## src/pkt_settings.svh

```systemverilog
`ifndef PKT_SETTINGS_SVH
`define PKT_SETTINGS_SVH

// address width of both byte RAMs
`define PKT_AW 8

// first byte of every packet on the serial line
`define PKT_SYNC 8'hA5

// packets sent in one run, one per kind
`define PKT_NUM 7

`endif

```

## src/pkt_pkg.sv

```systemverilog
`include "pkt_settings.svh"

package pkt_pkg;

    typedef enum logic [3:0] {
        ACK   = 4'd1,
        NAK   = 4'd2,
        STALL = 4'd3,
        DLINK = 4'd8,
        DTYPE = 4'd9,
        DTEMP = 4'd10,
        DATA0 = 4'd13
    } pkt_kind_t;

    typedef enum logic [1:0] {
        OK       = 2'd0,
        BAD_SUM  = 2'd1,
        BAD_KIND = 2'd2
    } pkt_stat_t;

    typedef struct packed {
        logic [3:0]          didx;
        logic [7:0]          link_val;
        logic [7:0]          type_val;
        logic [7:0]          temp_val;
        logic [`PKT_AW-1:0]  tx_base;
        logic [`PKT_AW-1:0]  rx_base;
        logic [7:0]          len;
        logic [`PKT_NUM-1:0] err_mask; // bit i spoils the checksum of packet i
    } run_cfg_t;

    typedef struct packed {
        pkt_kind_t          kind;
        logic [3:0]         didx;
        logic [7:0]         value;    // ignored for DATA0
        logic [`PKT_AW-1:0] tx_base;
        logic [7:0]         len;
        logic               corrupt;
    } pkt_cmd_t;

    typedef struct packed {
        logic       valid;
        logic [7:0] data;
    } com_t;

    typedef struct packed {
        logic [3:0] kind;  // raw field, may hold an unknown kind
        logic [3:0] didx;
        pkt_stat_t  stat;
        logic [7:0] value;
        logic [7:0] len;
        logic [2:0] seq;
    } pkt_result_t;

endpackage

```

## src/dp_ram.sv

```systemverilog
`timescale 1ns/10ps
`include "pkt_settings.svh"

module dp_ram (
    input  logic               clk,
    input  logic               we,
    input  logic [`PKT_AW-1:0] waddr,
    input  logic [7:0]         wdata,
    input  logic [`PKT_AW-1:0] raddr,
    output logic [7:0]         rdata
);

    logic [7:0] mem [0:(1 << `PKT_AW)-1];

    always_ff @(posedge clk) begin
        if (we) begin
            mem[waddr] <= wdata;
        end
    end

    always_ff @(posedge clk) begin
        rdata <= mem[raddr]; // data shows up one cycle after the address
    end

    assert property (@(posedge clk) we |-> !$isunknown(waddr))
        else $error("dp_ram write with unknown address");

endmodule

```

## src/pkt_tx.sv

```systemverilog
`timescale 1ns/10ps
`include "pkt_settings.svh"

module pkt_tx import pkt_pkg::*; (
    input  logic               clk,
    input  logic               rst,
    input  logic               fs,
    output logic               fd,
    input  pkt_cmd_t           cmd,
    output logic [`PKT_AW-1:0] ram_raddr,
    input  logic [7:0]         ram_rdata,
    output com_t               com_tx
);

    typedef enum logic [2:0] {
        TX_IDLE,
        TX_SYNC,
        TX_HEAD,
        TX_VAL,
        TX_PAY,
        TX_SUM,
        TX_DONE,
        TX_WAIT
    } tx_state_t;

    tx_state_t          state;
    pkt_cmd_t           cmd_q;
    logic [7:0]         sum;
    logic [7:0]         rem;
    logic [`PKT_AW-1:0] rd_idx;
    logic [7:0]         tx_byte;
    logic               is_data;
    logic               short_kind;

    assign is_data = (cmd_q.kind == DATA0);
    // anything without a value or length byte goes straight to the checksum
    assign short_kind = !is_data && (cmd_q.kind != DLINK) && (cmd_q.kind != DTYPE)
                        && (cmd_q.kind != DTEMP);

    assign ram_raddr = cmd_q.tx_base + rd_idx; // runs one byte ahead of the line

    always_comb begin
        case (state)
            TX_SYNC: tx_byte = `PKT_SYNC;
            TX_HEAD: tx_byte = {cmd_q.kind, cmd_q.didx};
            TX_VAL:  tx_byte = is_data ? cmd_q.len : cmd_q.value;
            TX_PAY:  tx_byte = ram_rdata;
            TX_SUM:  tx_byte = cmd_q.corrupt ? ~sum : sum;
            default: tx_byte = 8'h00;
        endcase
    end

    always_ff @(posedge clk or posedge rst) begin
        if (rst) begin
            state  <= TX_IDLE;
            fd     <= 1'b0;
            com_tx <= '0;
            cmd_q  <= '0;
            sum    <= '0;
            rem    <= '0;
            rd_idx <= '0;
        end else begin
            fd           <= (state == TX_DONE); // the checksum byte is on the line in TX_DONE
            com_tx.valid <= 1'b0;
            com_tx.data  <= tx_byte;
            case (state)
                TX_IDLE: begin
                    if (fs) begin
                        cmd_q  <= cmd;
                        rd_idx <= '0;
                        sum    <= '0;
                        state  <= TX_SYNC; // this cycle covers the RAM prefetch
                    end
                end
                TX_SYNC: begin
                    com_tx.valid <= 1'b1;
                    state        <= TX_HEAD;
                end
                TX_HEAD: begin
                    com_tx.valid <= 1'b1;
                    sum          <= sum ^ tx_byte;
                    state        <= short_kind ? TX_SUM : TX_VAL;
                end
                TX_VAL: begin
                    com_tx.valid <= 1'b1;
                    sum          <= sum ^ tx_byte;
                    rem          <= cmd_q.len;
                    rd_idx       <= rd_idx + 1'b1;
                    state        <= (is_data && cmd_q.len != 8'd0) ? TX_PAY : TX_SUM;
                end
                TX_PAY: begin
                    com_tx.valid <= 1'b1;
                    sum          <= sum ^ tx_byte;
                    rem          <= rem - 1'b1;
                    rd_idx       <= rd_idx + 1'b1;
                    if (rem == 8'd1) begin
                        state <= TX_SUM;
                    end
                end
                TX_SUM: begin
                    com_tx.valid <= 1'b1;
                    state        <= TX_DONE;
                end
                TX_DONE: begin
                    state <= TX_WAIT;
                end
                default: begin
                    if (!fs) begin
                        state <= TX_IDLE; // fs must go low before the next packet
                    end
                end
            endcase
        end
    end

    assert property (@(posedge clk) disable iff (rst) $rose(com_tx.valid) |-> fs)
        else $error("pkt_tx started a packet without fs");

endmodule

```

## src/pkt_rx.sv

```systemverilog
`timescale 1ns/10ps
`include "pkt_settings.svh"

module pkt_rx import pkt_pkg::*; (
    input  logic               clk,
    input  logic               rst,
    input  logic               fs,
    output logic               fd,
    input  logic [`PKT_AW-1:0] rx_base,
    input  com_t               com_rx,
    output logic               ram_we,
    output logic [`PKT_AW-1:0] ram_waddr,
    output logic [7:0]         ram_wdata,
    output pkt_result_t        result
);

    typedef enum logic [3:0] {
        RX_IDLE,
        RX_HUNT,
        RX_HEAD,
        RX_VAL,
        RX_LEN,
        RX_PAY,
        RX_SUM,
        RX_DONE,
        RX_WAIT
    } rx_state_t;

    rx_state_t          state;
    logic [3:0]         kind_q;
    logic [3:0]         didx_q;
    logic [7:0]         value_q;
    logic [7:0]         len_q;
    pkt_stat_t          stat_q;
    logic [7:0]         sum;
    logic [7:0]         rem;
    logic [`PKT_AW-1:0] wptr;
    logic               bad_kind;
    logic [3:0]         hdr_kind;

    assign hdr_kind = com_rx.data[7:4];
    assign fd = (state == RX_DONE);
    assign result = '{kind: kind_q, didx: didx_q, stat: stat_q, value: value_q,
                      len: len_q, seq: 3'd0};

    always_ff @(posedge clk or posedge rst) begin
        if (rst) begin
            state     <= RX_IDLE;
            kind_q    <= '0;
            didx_q    <= '0;
            value_q   <= '0;
            len_q     <= '0;
            stat_q    <= OK;
            sum       <= '0;
            rem       <= '0;
            wptr      <= '0;
            bad_kind  <= 1'b0;
            ram_we    <= 1'b0;
            ram_waddr <= '0;
            ram_wdata <= '0;
        end else begin
            ram_we    <= (state == RX_PAY) && com_rx.valid;
            ram_waddr <= wptr;
            ram_wdata <= com_rx.data;
            case (state)
                RX_IDLE: begin
                    if (fs) begin
                        kind_q   <= '0;
                        didx_q   <= '0;
                        value_q  <= '0;
                        len_q    <= '0;
                        stat_q   <= OK;
                        bad_kind <= 1'b0;
                        wptr     <= rx_base;
                        state    <= RX_HUNT;
                    end
                end
                RX_HUNT: begin
                    if (com_rx.valid && com_rx.data == `PKT_SYNC) begin
                        state <= RX_HEAD;
                    end
                end
                RX_HEAD: begin
                    if (com_rx.valid) begin
                        kind_q <= hdr_kind;
                        didx_q <= com_rx.data[3:0];
                        sum    <= com_rx.data; // sync is not part of the checksum
                        case (hdr_kind)
                            ACK, NAK, STALL:     state <= RX_SUM;
                            DLINK, DTYPE, DTEMP: state <= RX_VAL;
                            DATA0:               state <= RX_LEN;
                            default: begin
                                bad_kind <= 1'b1;
                                state    <= RX_SUM;
                            end
                        endcase
                    end
                end
                RX_VAL: begin
                    if (com_rx.valid) begin
                        value_q <= com_rx.data;
                        sum     <= sum ^ com_rx.data;
                        state   <= RX_SUM;
                    end
                end
                RX_LEN: begin
                    if (com_rx.valid) begin
                        len_q <= com_rx.data;
                        rem   <= com_rx.data;
                        sum   <= sum ^ com_rx.data;
                        state <= (com_rx.data == 8'd0) ? RX_SUM : RX_PAY;
                    end
                end
                RX_PAY: begin
                    if (com_rx.valid) begin
                        sum  <= sum ^ com_rx.data;
                        rem  <= rem - 1'b1;
                        wptr <= wptr + 1'b1;
                        if (rem == 8'd1) begin
                            state <= RX_SUM;
                        end
                    end
                end
                RX_SUM: begin
                    if (com_rx.valid) begin
                        if (bad_kind) begin
                            stat_q <= BAD_KIND;
                        end else begin
                            stat_q <= (com_rx.data == sum) ? OK : BAD_SUM;
                        end
                        state <= RX_DONE;
                    end
                end
                RX_DONE: begin
                    state <= RX_WAIT;
                end
                default: begin
                    if (!fs) begin
                        state <= RX_IDLE;
                    end
                end
            endcase
        end
    end

    // the write lags its byte by one cycle so the last one lands in RX_SUM
    assert property (@(posedge clk) disable iff (rst)
                     ram_we |-> (kind_q == DATA0) && (state == RX_PAY || state == RX_SUM))
        else $error("pkt_rx wrote the RAM outside the payload");

endmodule

```

## src/link_seq.sv

```systemverilog
`timescale 1ns/10ps
`include "pkt_settings.svh"

module link_seq import pkt_pkg::*; (
    input  logic        clk,
    input  logic        rst,
    input  logic        start,
    input  run_cfg_t    cfg,
    output logic        busy,
    output logic        tx_fs,
    input  logic        tx_fd,
    output pkt_cmd_t    tx_cmd,
    output logic        rx_fs,
    input  logic        rx_fd,
    input  pkt_result_t rx_result,
    output pkt_result_t result,
    output logic        result_valid,
    output logic        run_done
);

    typedef enum logic [1:0] {
        SQ_IDLE,
        SQ_ARM,
        SQ_WAIT,
        SQ_RES
    } seq_state_t;

    seq_state_t state;
    run_cfg_t   cfg_q;
    logic [2:0] idx;
    logic       tx_got;
    logic       rx_got;

    always_comb begin
        tx_cmd         = '0;
        tx_cmd.didx    = cfg_q.didx;
        tx_cmd.tx_base = cfg_q.tx_base;
        tx_cmd.len     = cfg_q.len;
        tx_cmd.corrupt = cfg_q.err_mask[idx];
        case (idx)
            3'd0: tx_cmd.kind = ACK;
            3'd1: tx_cmd.kind = NAK;
            3'd2: tx_cmd.kind = STALL;
            3'd3: begin
                tx_cmd.kind  = DLINK;
                tx_cmd.value = cfg_q.link_val;
            end
            3'd4: begin
                tx_cmd.kind  = DTYPE;
                tx_cmd.value = cfg_q.type_val;
            end
            3'd5: begin
                tx_cmd.kind  = DTEMP;
                tx_cmd.value = cfg_q.temp_val;
            end
            default: tx_cmd.kind = DATA0;
        endcase
    end

    always_ff @(posedge clk or posedge rst) begin
        if (rst) begin
            state        <= SQ_IDLE;
            cfg_q        <= '0;
            idx          <= '0;
            busy         <= 1'b0;
            tx_fs        <= 1'b0;
            rx_fs        <= 1'b0;
            tx_got       <= 1'b0;
            rx_got       <= 1'b0;
            result       <= '0;
            result_valid <= 1'b0;
            run_done     <= 1'b0;
        end else begin
            run_done <= 1'b0;
            case (state)
                SQ_IDLE: begin
                    if (start) begin
                        cfg_q <= cfg;
                        idx   <= '0;
                        busy  <= 1'b1;
                        rx_fs <= 1'b1; // receiver is armed one cycle before the sender
                        state <= SQ_ARM;
                    end
                end
                SQ_ARM: begin
                    tx_fs  <= 1'b1;
                    tx_got <= 1'b0;
                    rx_got <= 1'b0;
                    state  <= SQ_WAIT;
                end
                SQ_WAIT: begin
                    if (tx_fd) begin
                        tx_fs  <= 1'b0;
                        tx_got <= 1'b1;
                    end
                    if (rx_fd) begin
                        rx_fs      <= 1'b0;
                        rx_got     <= 1'b1;
                        result     <= rx_result;
                        result.seq <= idx;
                    end
                    if ((tx_got || tx_fd) && (rx_got || rx_fd)) begin
                        result_valid <= 1'b1;
                        state        <= SQ_RES;
                    end
                end
                default: begin
                    result_valid <= 1'b0;
                    if (idx == 3'(`PKT_NUM - 1)) begin
                        run_done <= 1'b1;
                        busy     <= 1'b0;
                        state    <= SQ_IDLE;
                    end else begin
                        idx   <= idx + 1'b1;
                        rx_fs <= 1'b1;
                        state <= SQ_ARM;
                    end
                end
            endcase
        end
    end

    assert property (@(posedge clk) disable iff (rst) (tx_fs || rx_fs) |-> busy)
        else $error("link_seq started a block while idle");

    // a slave only reports done while it is being driven
    assert property (@(posedge clk) disable iff (rst) tx_fd |-> tx_fs)
        else $error("tx done pulse without a matching start");

    assert property (@(posedge clk) disable iff (rst) rx_fd |-> rx_fs)
        else $error("rx done pulse without a matching start");

endmodule

```

## src/pkt_link_top.sv

```systemverilog
`timescale 1ns/10ps
`include "pkt_settings.svh"

module pkt_link_top import pkt_pkg::*; (
    input  logic               clk,
    input  logic               rst,
    input  logic               start,
    input  run_cfg_t           cfg,
    output logic               busy,
    output pkt_result_t        result,
    output logic               result_valid,
    output logic               run_done,
    input  logic               tx_we,
    input  logic [`PKT_AW-1:0] tx_waddr,
    input  logic [7:0]         tx_wdata,
    input  logic [`PKT_AW-1:0] rx_raddr,
    output logic [7:0]         rx_rdata,
    output com_t               com_tx,
    input  com_t               com_rx
);

    logic               tx_fs;
    logic               tx_fd;
    logic               rx_fs;
    logic               rx_fd;
    pkt_cmd_t           tx_cmd;
    pkt_result_t        rx_result;
    logic [`PKT_AW-1:0] tx_ram_raddr;
    logic [7:0]         tx_ram_rdata;
    logic               rx_ram_we;
    logic [`PKT_AW-1:0] rx_ram_waddr;
    logic [7:0]         rx_ram_wdata;

    link_seq u_seq (
        .clk          (clk),
        .rst          (rst),
        .start        (start),
        .cfg          (cfg),
        .busy         (busy),
        .tx_fs        (tx_fs),
        .tx_fd        (tx_fd),
        .tx_cmd       (tx_cmd),
        .rx_fs        (rx_fs),
        .rx_fd        (rx_fd),
        .rx_result    (rx_result),
        .result       (result),
        .result_valid (result_valid),
        .run_done     (run_done)
    );

    pkt_tx u_tx (
        .clk       (clk),
        .rst       (rst),
        .fs        (tx_fs),
        .fd        (tx_fd),
        .cmd       (tx_cmd),
        .ram_raddr (tx_ram_raddr),
        .ram_rdata (tx_ram_rdata),
        .com_tx    (com_tx)
    );

    // the host keeps cfg steady for the whole run, the receiver takes rx_base at arm time
    pkt_rx u_rx (
        .clk       (clk),
        .rst       (rst),
        .fs        (rx_fs),
        .fd        (rx_fd),
        .rx_base   (cfg.rx_base),
        .com_rx    (com_rx),
        .ram_we    (rx_ram_we),
        .ram_waddr (rx_ram_waddr),
        .ram_wdata (rx_ram_wdata),
        .result    (rx_result)
    );

    dp_ram u_tx_ram (
        .clk   (clk),
        .we    (tx_we),
        .waddr (tx_waddr),
        .wdata (tx_wdata),
        .raddr (tx_ram_raddr),
        .rdata (tx_ram_rdata)
    );

    dp_ram u_rx_ram (
        .clk   (clk),
        .we    (rx_ram_we),
        .waddr (rx_ram_waddr),
        .wdata (rx_ram_wdata),
        .raddr (rx_raddr),
        .rdata (rx_rdata)
    );

endmodule

```

## config.mk

```make
export PLATFORM = sky130hd
export DESIGN_NAME = pkt_link_top
export DESIGN_NICKNAME = d
export VERILOG_FILES = /design/src/pkt_pkg.sv /design/src/dp_ram.sv /design/src/pkt_tx.sv /design/src/pkt_rx.sv /design/src/link_seq.sv /design/src/pkt_link_top.sv
export VERILOG_INCLUDE_DIRS = /design/src
export SDC_FILE = /design/constraint.sdc
export NUM_CORES = 2
export LEC_CHECK = 0
export BUFFER_PORTS_ARGS = -buffer_cell sky130_fd_sc_hd__buf_4
export CAP_MARGIN = 5
export CORE_AREA = 4 4 524 734
export DETAILED_ROUTE_END_ITERATION = 16
export DIE_AREA = 0 0 528 738
export PLACE_DENSITY = 0.68
export SYNTH_ARGS = -nofsm -noshare
export SYNTH_HDL_FRONTEND = slang
export SYNTH_SLANG_ARGS = --single-unit
```

## constraint.sdc

```tcl
create_clock -name clk -period 5.9 [get_ports clk]
set_input_delay 0 -clock clk [delete_from_list [all_inputs] [get_ports clk]]
set_output_delay 0 -clock clk [all_outputs]
set_load 0.02 [all_outputs]
```

==> flow_summary.yaml <==
timing:
  setup_violations: 0
  finalMaxSlewViolations: 0
  max_freq_mhz: 215
  holdWs_ns: 0.00519
  max-slew-margin-rel: 0.107
  skew_ns: 0.0369
  setup_total_negative_slack_ns: 0
  report.final.hold_viol_count: 0
  rsz0062_at_grt: "false"
  period_needed_ns: 4.64
  period_share: 0.787
  worst_pin_slew_ns: 1.33
yosys:
  syn_inst: 8230
  yosys.area_share.simple: 0.0375
  syn-mean-instance-area_um2: 20.6
  synth-compound-area-share: 0.0210
  synthTopCellsByArea: "edfxtp_1 (73%), mux4_2 (16%), dfrtp_1 (3.5%)"
  synth_top_family_by_area: "multiplexers"
  yosys_warnings: 0
  synth-seq-cells: 4346
  ys.flop_type: "edfxtp_1"
  yosysTopAreaCell: "edfxtp_1"
  seq_area_frac_synth: 0.762
  synth_edf_count: 4096
  synth_async_sr_flop_share: 0.0538
  synth_xor_xnor_area_share: 0.00186
  synthMuxAreaShare: 0.163
  synth_top_area_frac: 0.725
  synth.distinct_cells: 75
  netlist_area_mm2: 0.170
  syn_nets: 8350
  synth-adder-area-share: 0.00182
floorplanning:
  initial_core_util: 0.449
  core-area_mm2: 0.378
  io_pins: 145
  die_h_um: 738
  die_area_mm2: 0.390
  die_w_um: 528
  fp-row-count: 267
clocking:
  cts_buffer_depth: 4
  cts_root_buf: "clkbuf_16"
  cts_made_buffers: 416
  htreeDepth: 5
  clk_pin_slew_ns: 0.06
  cts_sinks: 4346
  cts_tree: "done"
  insertion_delay_ns: 0.97
  cts_setup_buffers: 0
placed_design:
  place.gp.congestion: 0.856
  dp_hpwl_um: 247000
  io_buffer_count: 144
routing:
  post_drt_wl_per_cell_um: 29.2
  drt-pass1-iter-count: 7
  via_per_inst: 5.98
  drc_errors: 0
  final_antenna_net_count: 0
  drt-initial-drc-count: 9671
  vias: 84100
  routed_wl_um: 410000
power:
  powerDensity_mw_per_mm2: 451
  p_leak_uw: 0.0610
  vdd_drop_max_uv: 498
run_status:
  status: "completed"
critical_path:
  start_kind: "register"
  cp-endpoint: "u_tx_ram.rdata[6]$_DFF_P_"
  reg2reg_to: "u_tx_ram.rdata[6]$_DFF_P_"
  arrival_ns: 5.43
  crit_path_start: "u_tx.rd_idx[0]$_DFFE_PP0P_"
  crit_required_ns: 6.69
  rr_worst_depth: 12
  path_max_fanout: 67
  ff2ff_setup_slack_ns: 1.26
  critPathKind: "reg -> reg"
  worstSetupEndpointType: "register"
  reg2reg_from: "u_tx.rd_idx[0]$_DFFE_PP0P_"
finish:
  nets: 8840
  multi_input_area_mm2: 0.0382
  drive_gt1_frac: 0.245
  num-fill-cells: 29100
  area_growth_pct: 13.7
  seq_area_mm2: 0.129
grt:
  grt_pass1_vias: 87700
  antenna_found_initial: 12
  grt-ovfl-total: 0
  grt_start_max_net_pins: 201
  grt_pass1_wl_um: 603000
  grt_util_all_layers: 0.208
worst_hold_path:
  min-delay-path-class: "in -> reg"
  worstHoldPathCells: 5
job:
  drv_cap: 0
==> flip-flops by register name, indices dropped and copies added (netlist names), 9 cells and up <==
signal	flops
u_rx_ram.mem	2048
u_tx_ram.mem	2048
u_tx.cmd_q	33
u_seq.cfg_q	31
u_seq.result	29
u_seq.tx_cmd	20
u_tx.com_tx	9
==> how the worst min path moves through the flow <==
stage | start | to | slack (ns)
4_1_cts | rx_raddr[4] | u_rx_ram.rdata[7]$_DFF_P_ | 0.01
2_1_floorplan | com_rx[0] | u_rx.ram_wdata[0]$_DFF_PP0_ | 0.03
5_1_grt | tx_waddr[5] | u_tx_ram.mem[128][6]$_DFFE_PP_ | 0.03
3_3_place_gp | cfg[47] | u_seq.cfg_q[47]$_DFFE_PP0P_ | 0.23
6_report | tx_waddr[5] | u_tx_ram.mem[128][6]$_DFFE_PP_ | 0.005
3_5_place_dp | cfg[39] | u_seq.cfg_q[39]$_DFFE_PP0P_ | 0.24
==> final cells by class <==
cell class,count,area share
antenna,10,0.000130
clock buffer,513,0.0574
clock inverter,264,0.0141
inverter,25,0.000506
multi-input combinational,3381,0.198
sequential,4346,0.670
tap,4976,0.0323
timing repair buffer,550,0.0272
==> per-layer routing <==
layer / GRT usage / share of wire / vias to the layer above
met5: 0 / 0.000056 / -
met4: 0.0945 / 0.053 / 4
met3: 0.0289 / 0.063 / 873
met2: 0.367 / 0.53 / 3702
met1: 0.255 / 0.36 / 44700
li1: - / - / 34800
==> worst max-delay path, stage by stage (launching register included) <==
cell       delay (ns)
dfrtp_1          0.47
ha_4             0.18
inv_1            0.05
fa_4             0.43
nand2b_1         0.24
o2bb2ai_4        0.24
xor2_4           0.20
buf_4            0.72
mux2_2           0.45
a21oi_1          0.20
o311ai_0         0.17
a21boi_0         0.95
nor4_1           0.11
==> cell families after synthesis <==
family | Yosys count
adders and majority gates | 24
muxes | 1283
and+or+nand+nor | 1517
DFF | 4346
AOI/OAI and AO/OA | 524
buffers and inverters | 503
xor gates and xnor gates | 33
==> cells in the mapped netlist (10+ instances only) <==
master and n:
o21a_1 19, mux2i_1 23, nor4_1 14, nor2_1 606
and2_1 12, nand3_1 149, nand2b_1 11, o221ai_1 10
xnor2_1 16, and3_1 31, o22ai_1 14, buf_4 34
edfxtp_1 4096, o21ai_0 90, mux2_2 91, buf_1 42
o32ai_1 17, nor2b_1 32, nand4_1 26, clkbuf_1 277
xor2_1 15, a31oi_1 53, ha_1 23, inv_1 25
buf_2 113, dfrtp_1 234, buf_6 12, a21oi_1 124
a32o_1 16, nor3_1 26, mux4_2 1169, a22o_1 40
nand2_1 574, a22oi_1 51, a221oi_1 23, dfxtp_1 16
==> metrics by stage <==
stage          utilization  cells  cell area, um2  total power (uW)  worst slack [ns]
4_1_cts              0.511  14100          193000             87200              1.25
6_report             0.511  14100          193000             86900              1.26
3_5_place_dp         0.468  13100          177000             60000              1.26
2_1_floorplan            -   8230          170000             52000              1.93
3_3_place_gp         0.468  13000          177000             59800              1.26
5_1_grt              0.511  14100          193000             90000              1.22
==> where the power goes <==
part | internal [uW] | switching (uW)
Sequential | 34500 | 960
Clock | 15500 | 11500
Combinational | 10600 | 13900
==> cells in the final DEF (no fill, tap or decap), types with 23 or more instances in the layout <==
master,synthesis,routed
edfxtp_1,4096,4096
and3_1,31,31
clkinv_1,0,94
mux2_2,91,91
nor2b_1,32,32
nor2_1,606,605
a31oi_1,53,53
a22oi_1,51,51
a221oi_1,23,23
nand2_1,574,572
nand4_1,26,26
clkinv_2,0,75
nor3_1,26,25
dfrtp_1,234,226
a21oi_1,124,123
bufinv_16,0,48
inv_1,25,24
buf_4,34,272
o21ai_0,90,89
clkbuf_1,277,79
buf_12,0,38
dlygate4sd3_1,0,227
a22o_1,40,40
nand3_1,149,145
mux4_2,1169,1169
mux2i_1,23,23
clkbuf_16,0,427
==> repair_timing <==
| item | in CTS | in global routing |
|---|---|---|
| hold buffers | 227 | 0 |
| resized for setup | 0 | 0 |
| hold endpoints to repair | 1520 | 0 |
Note: power is estimated with default switching activity, not from simulation.
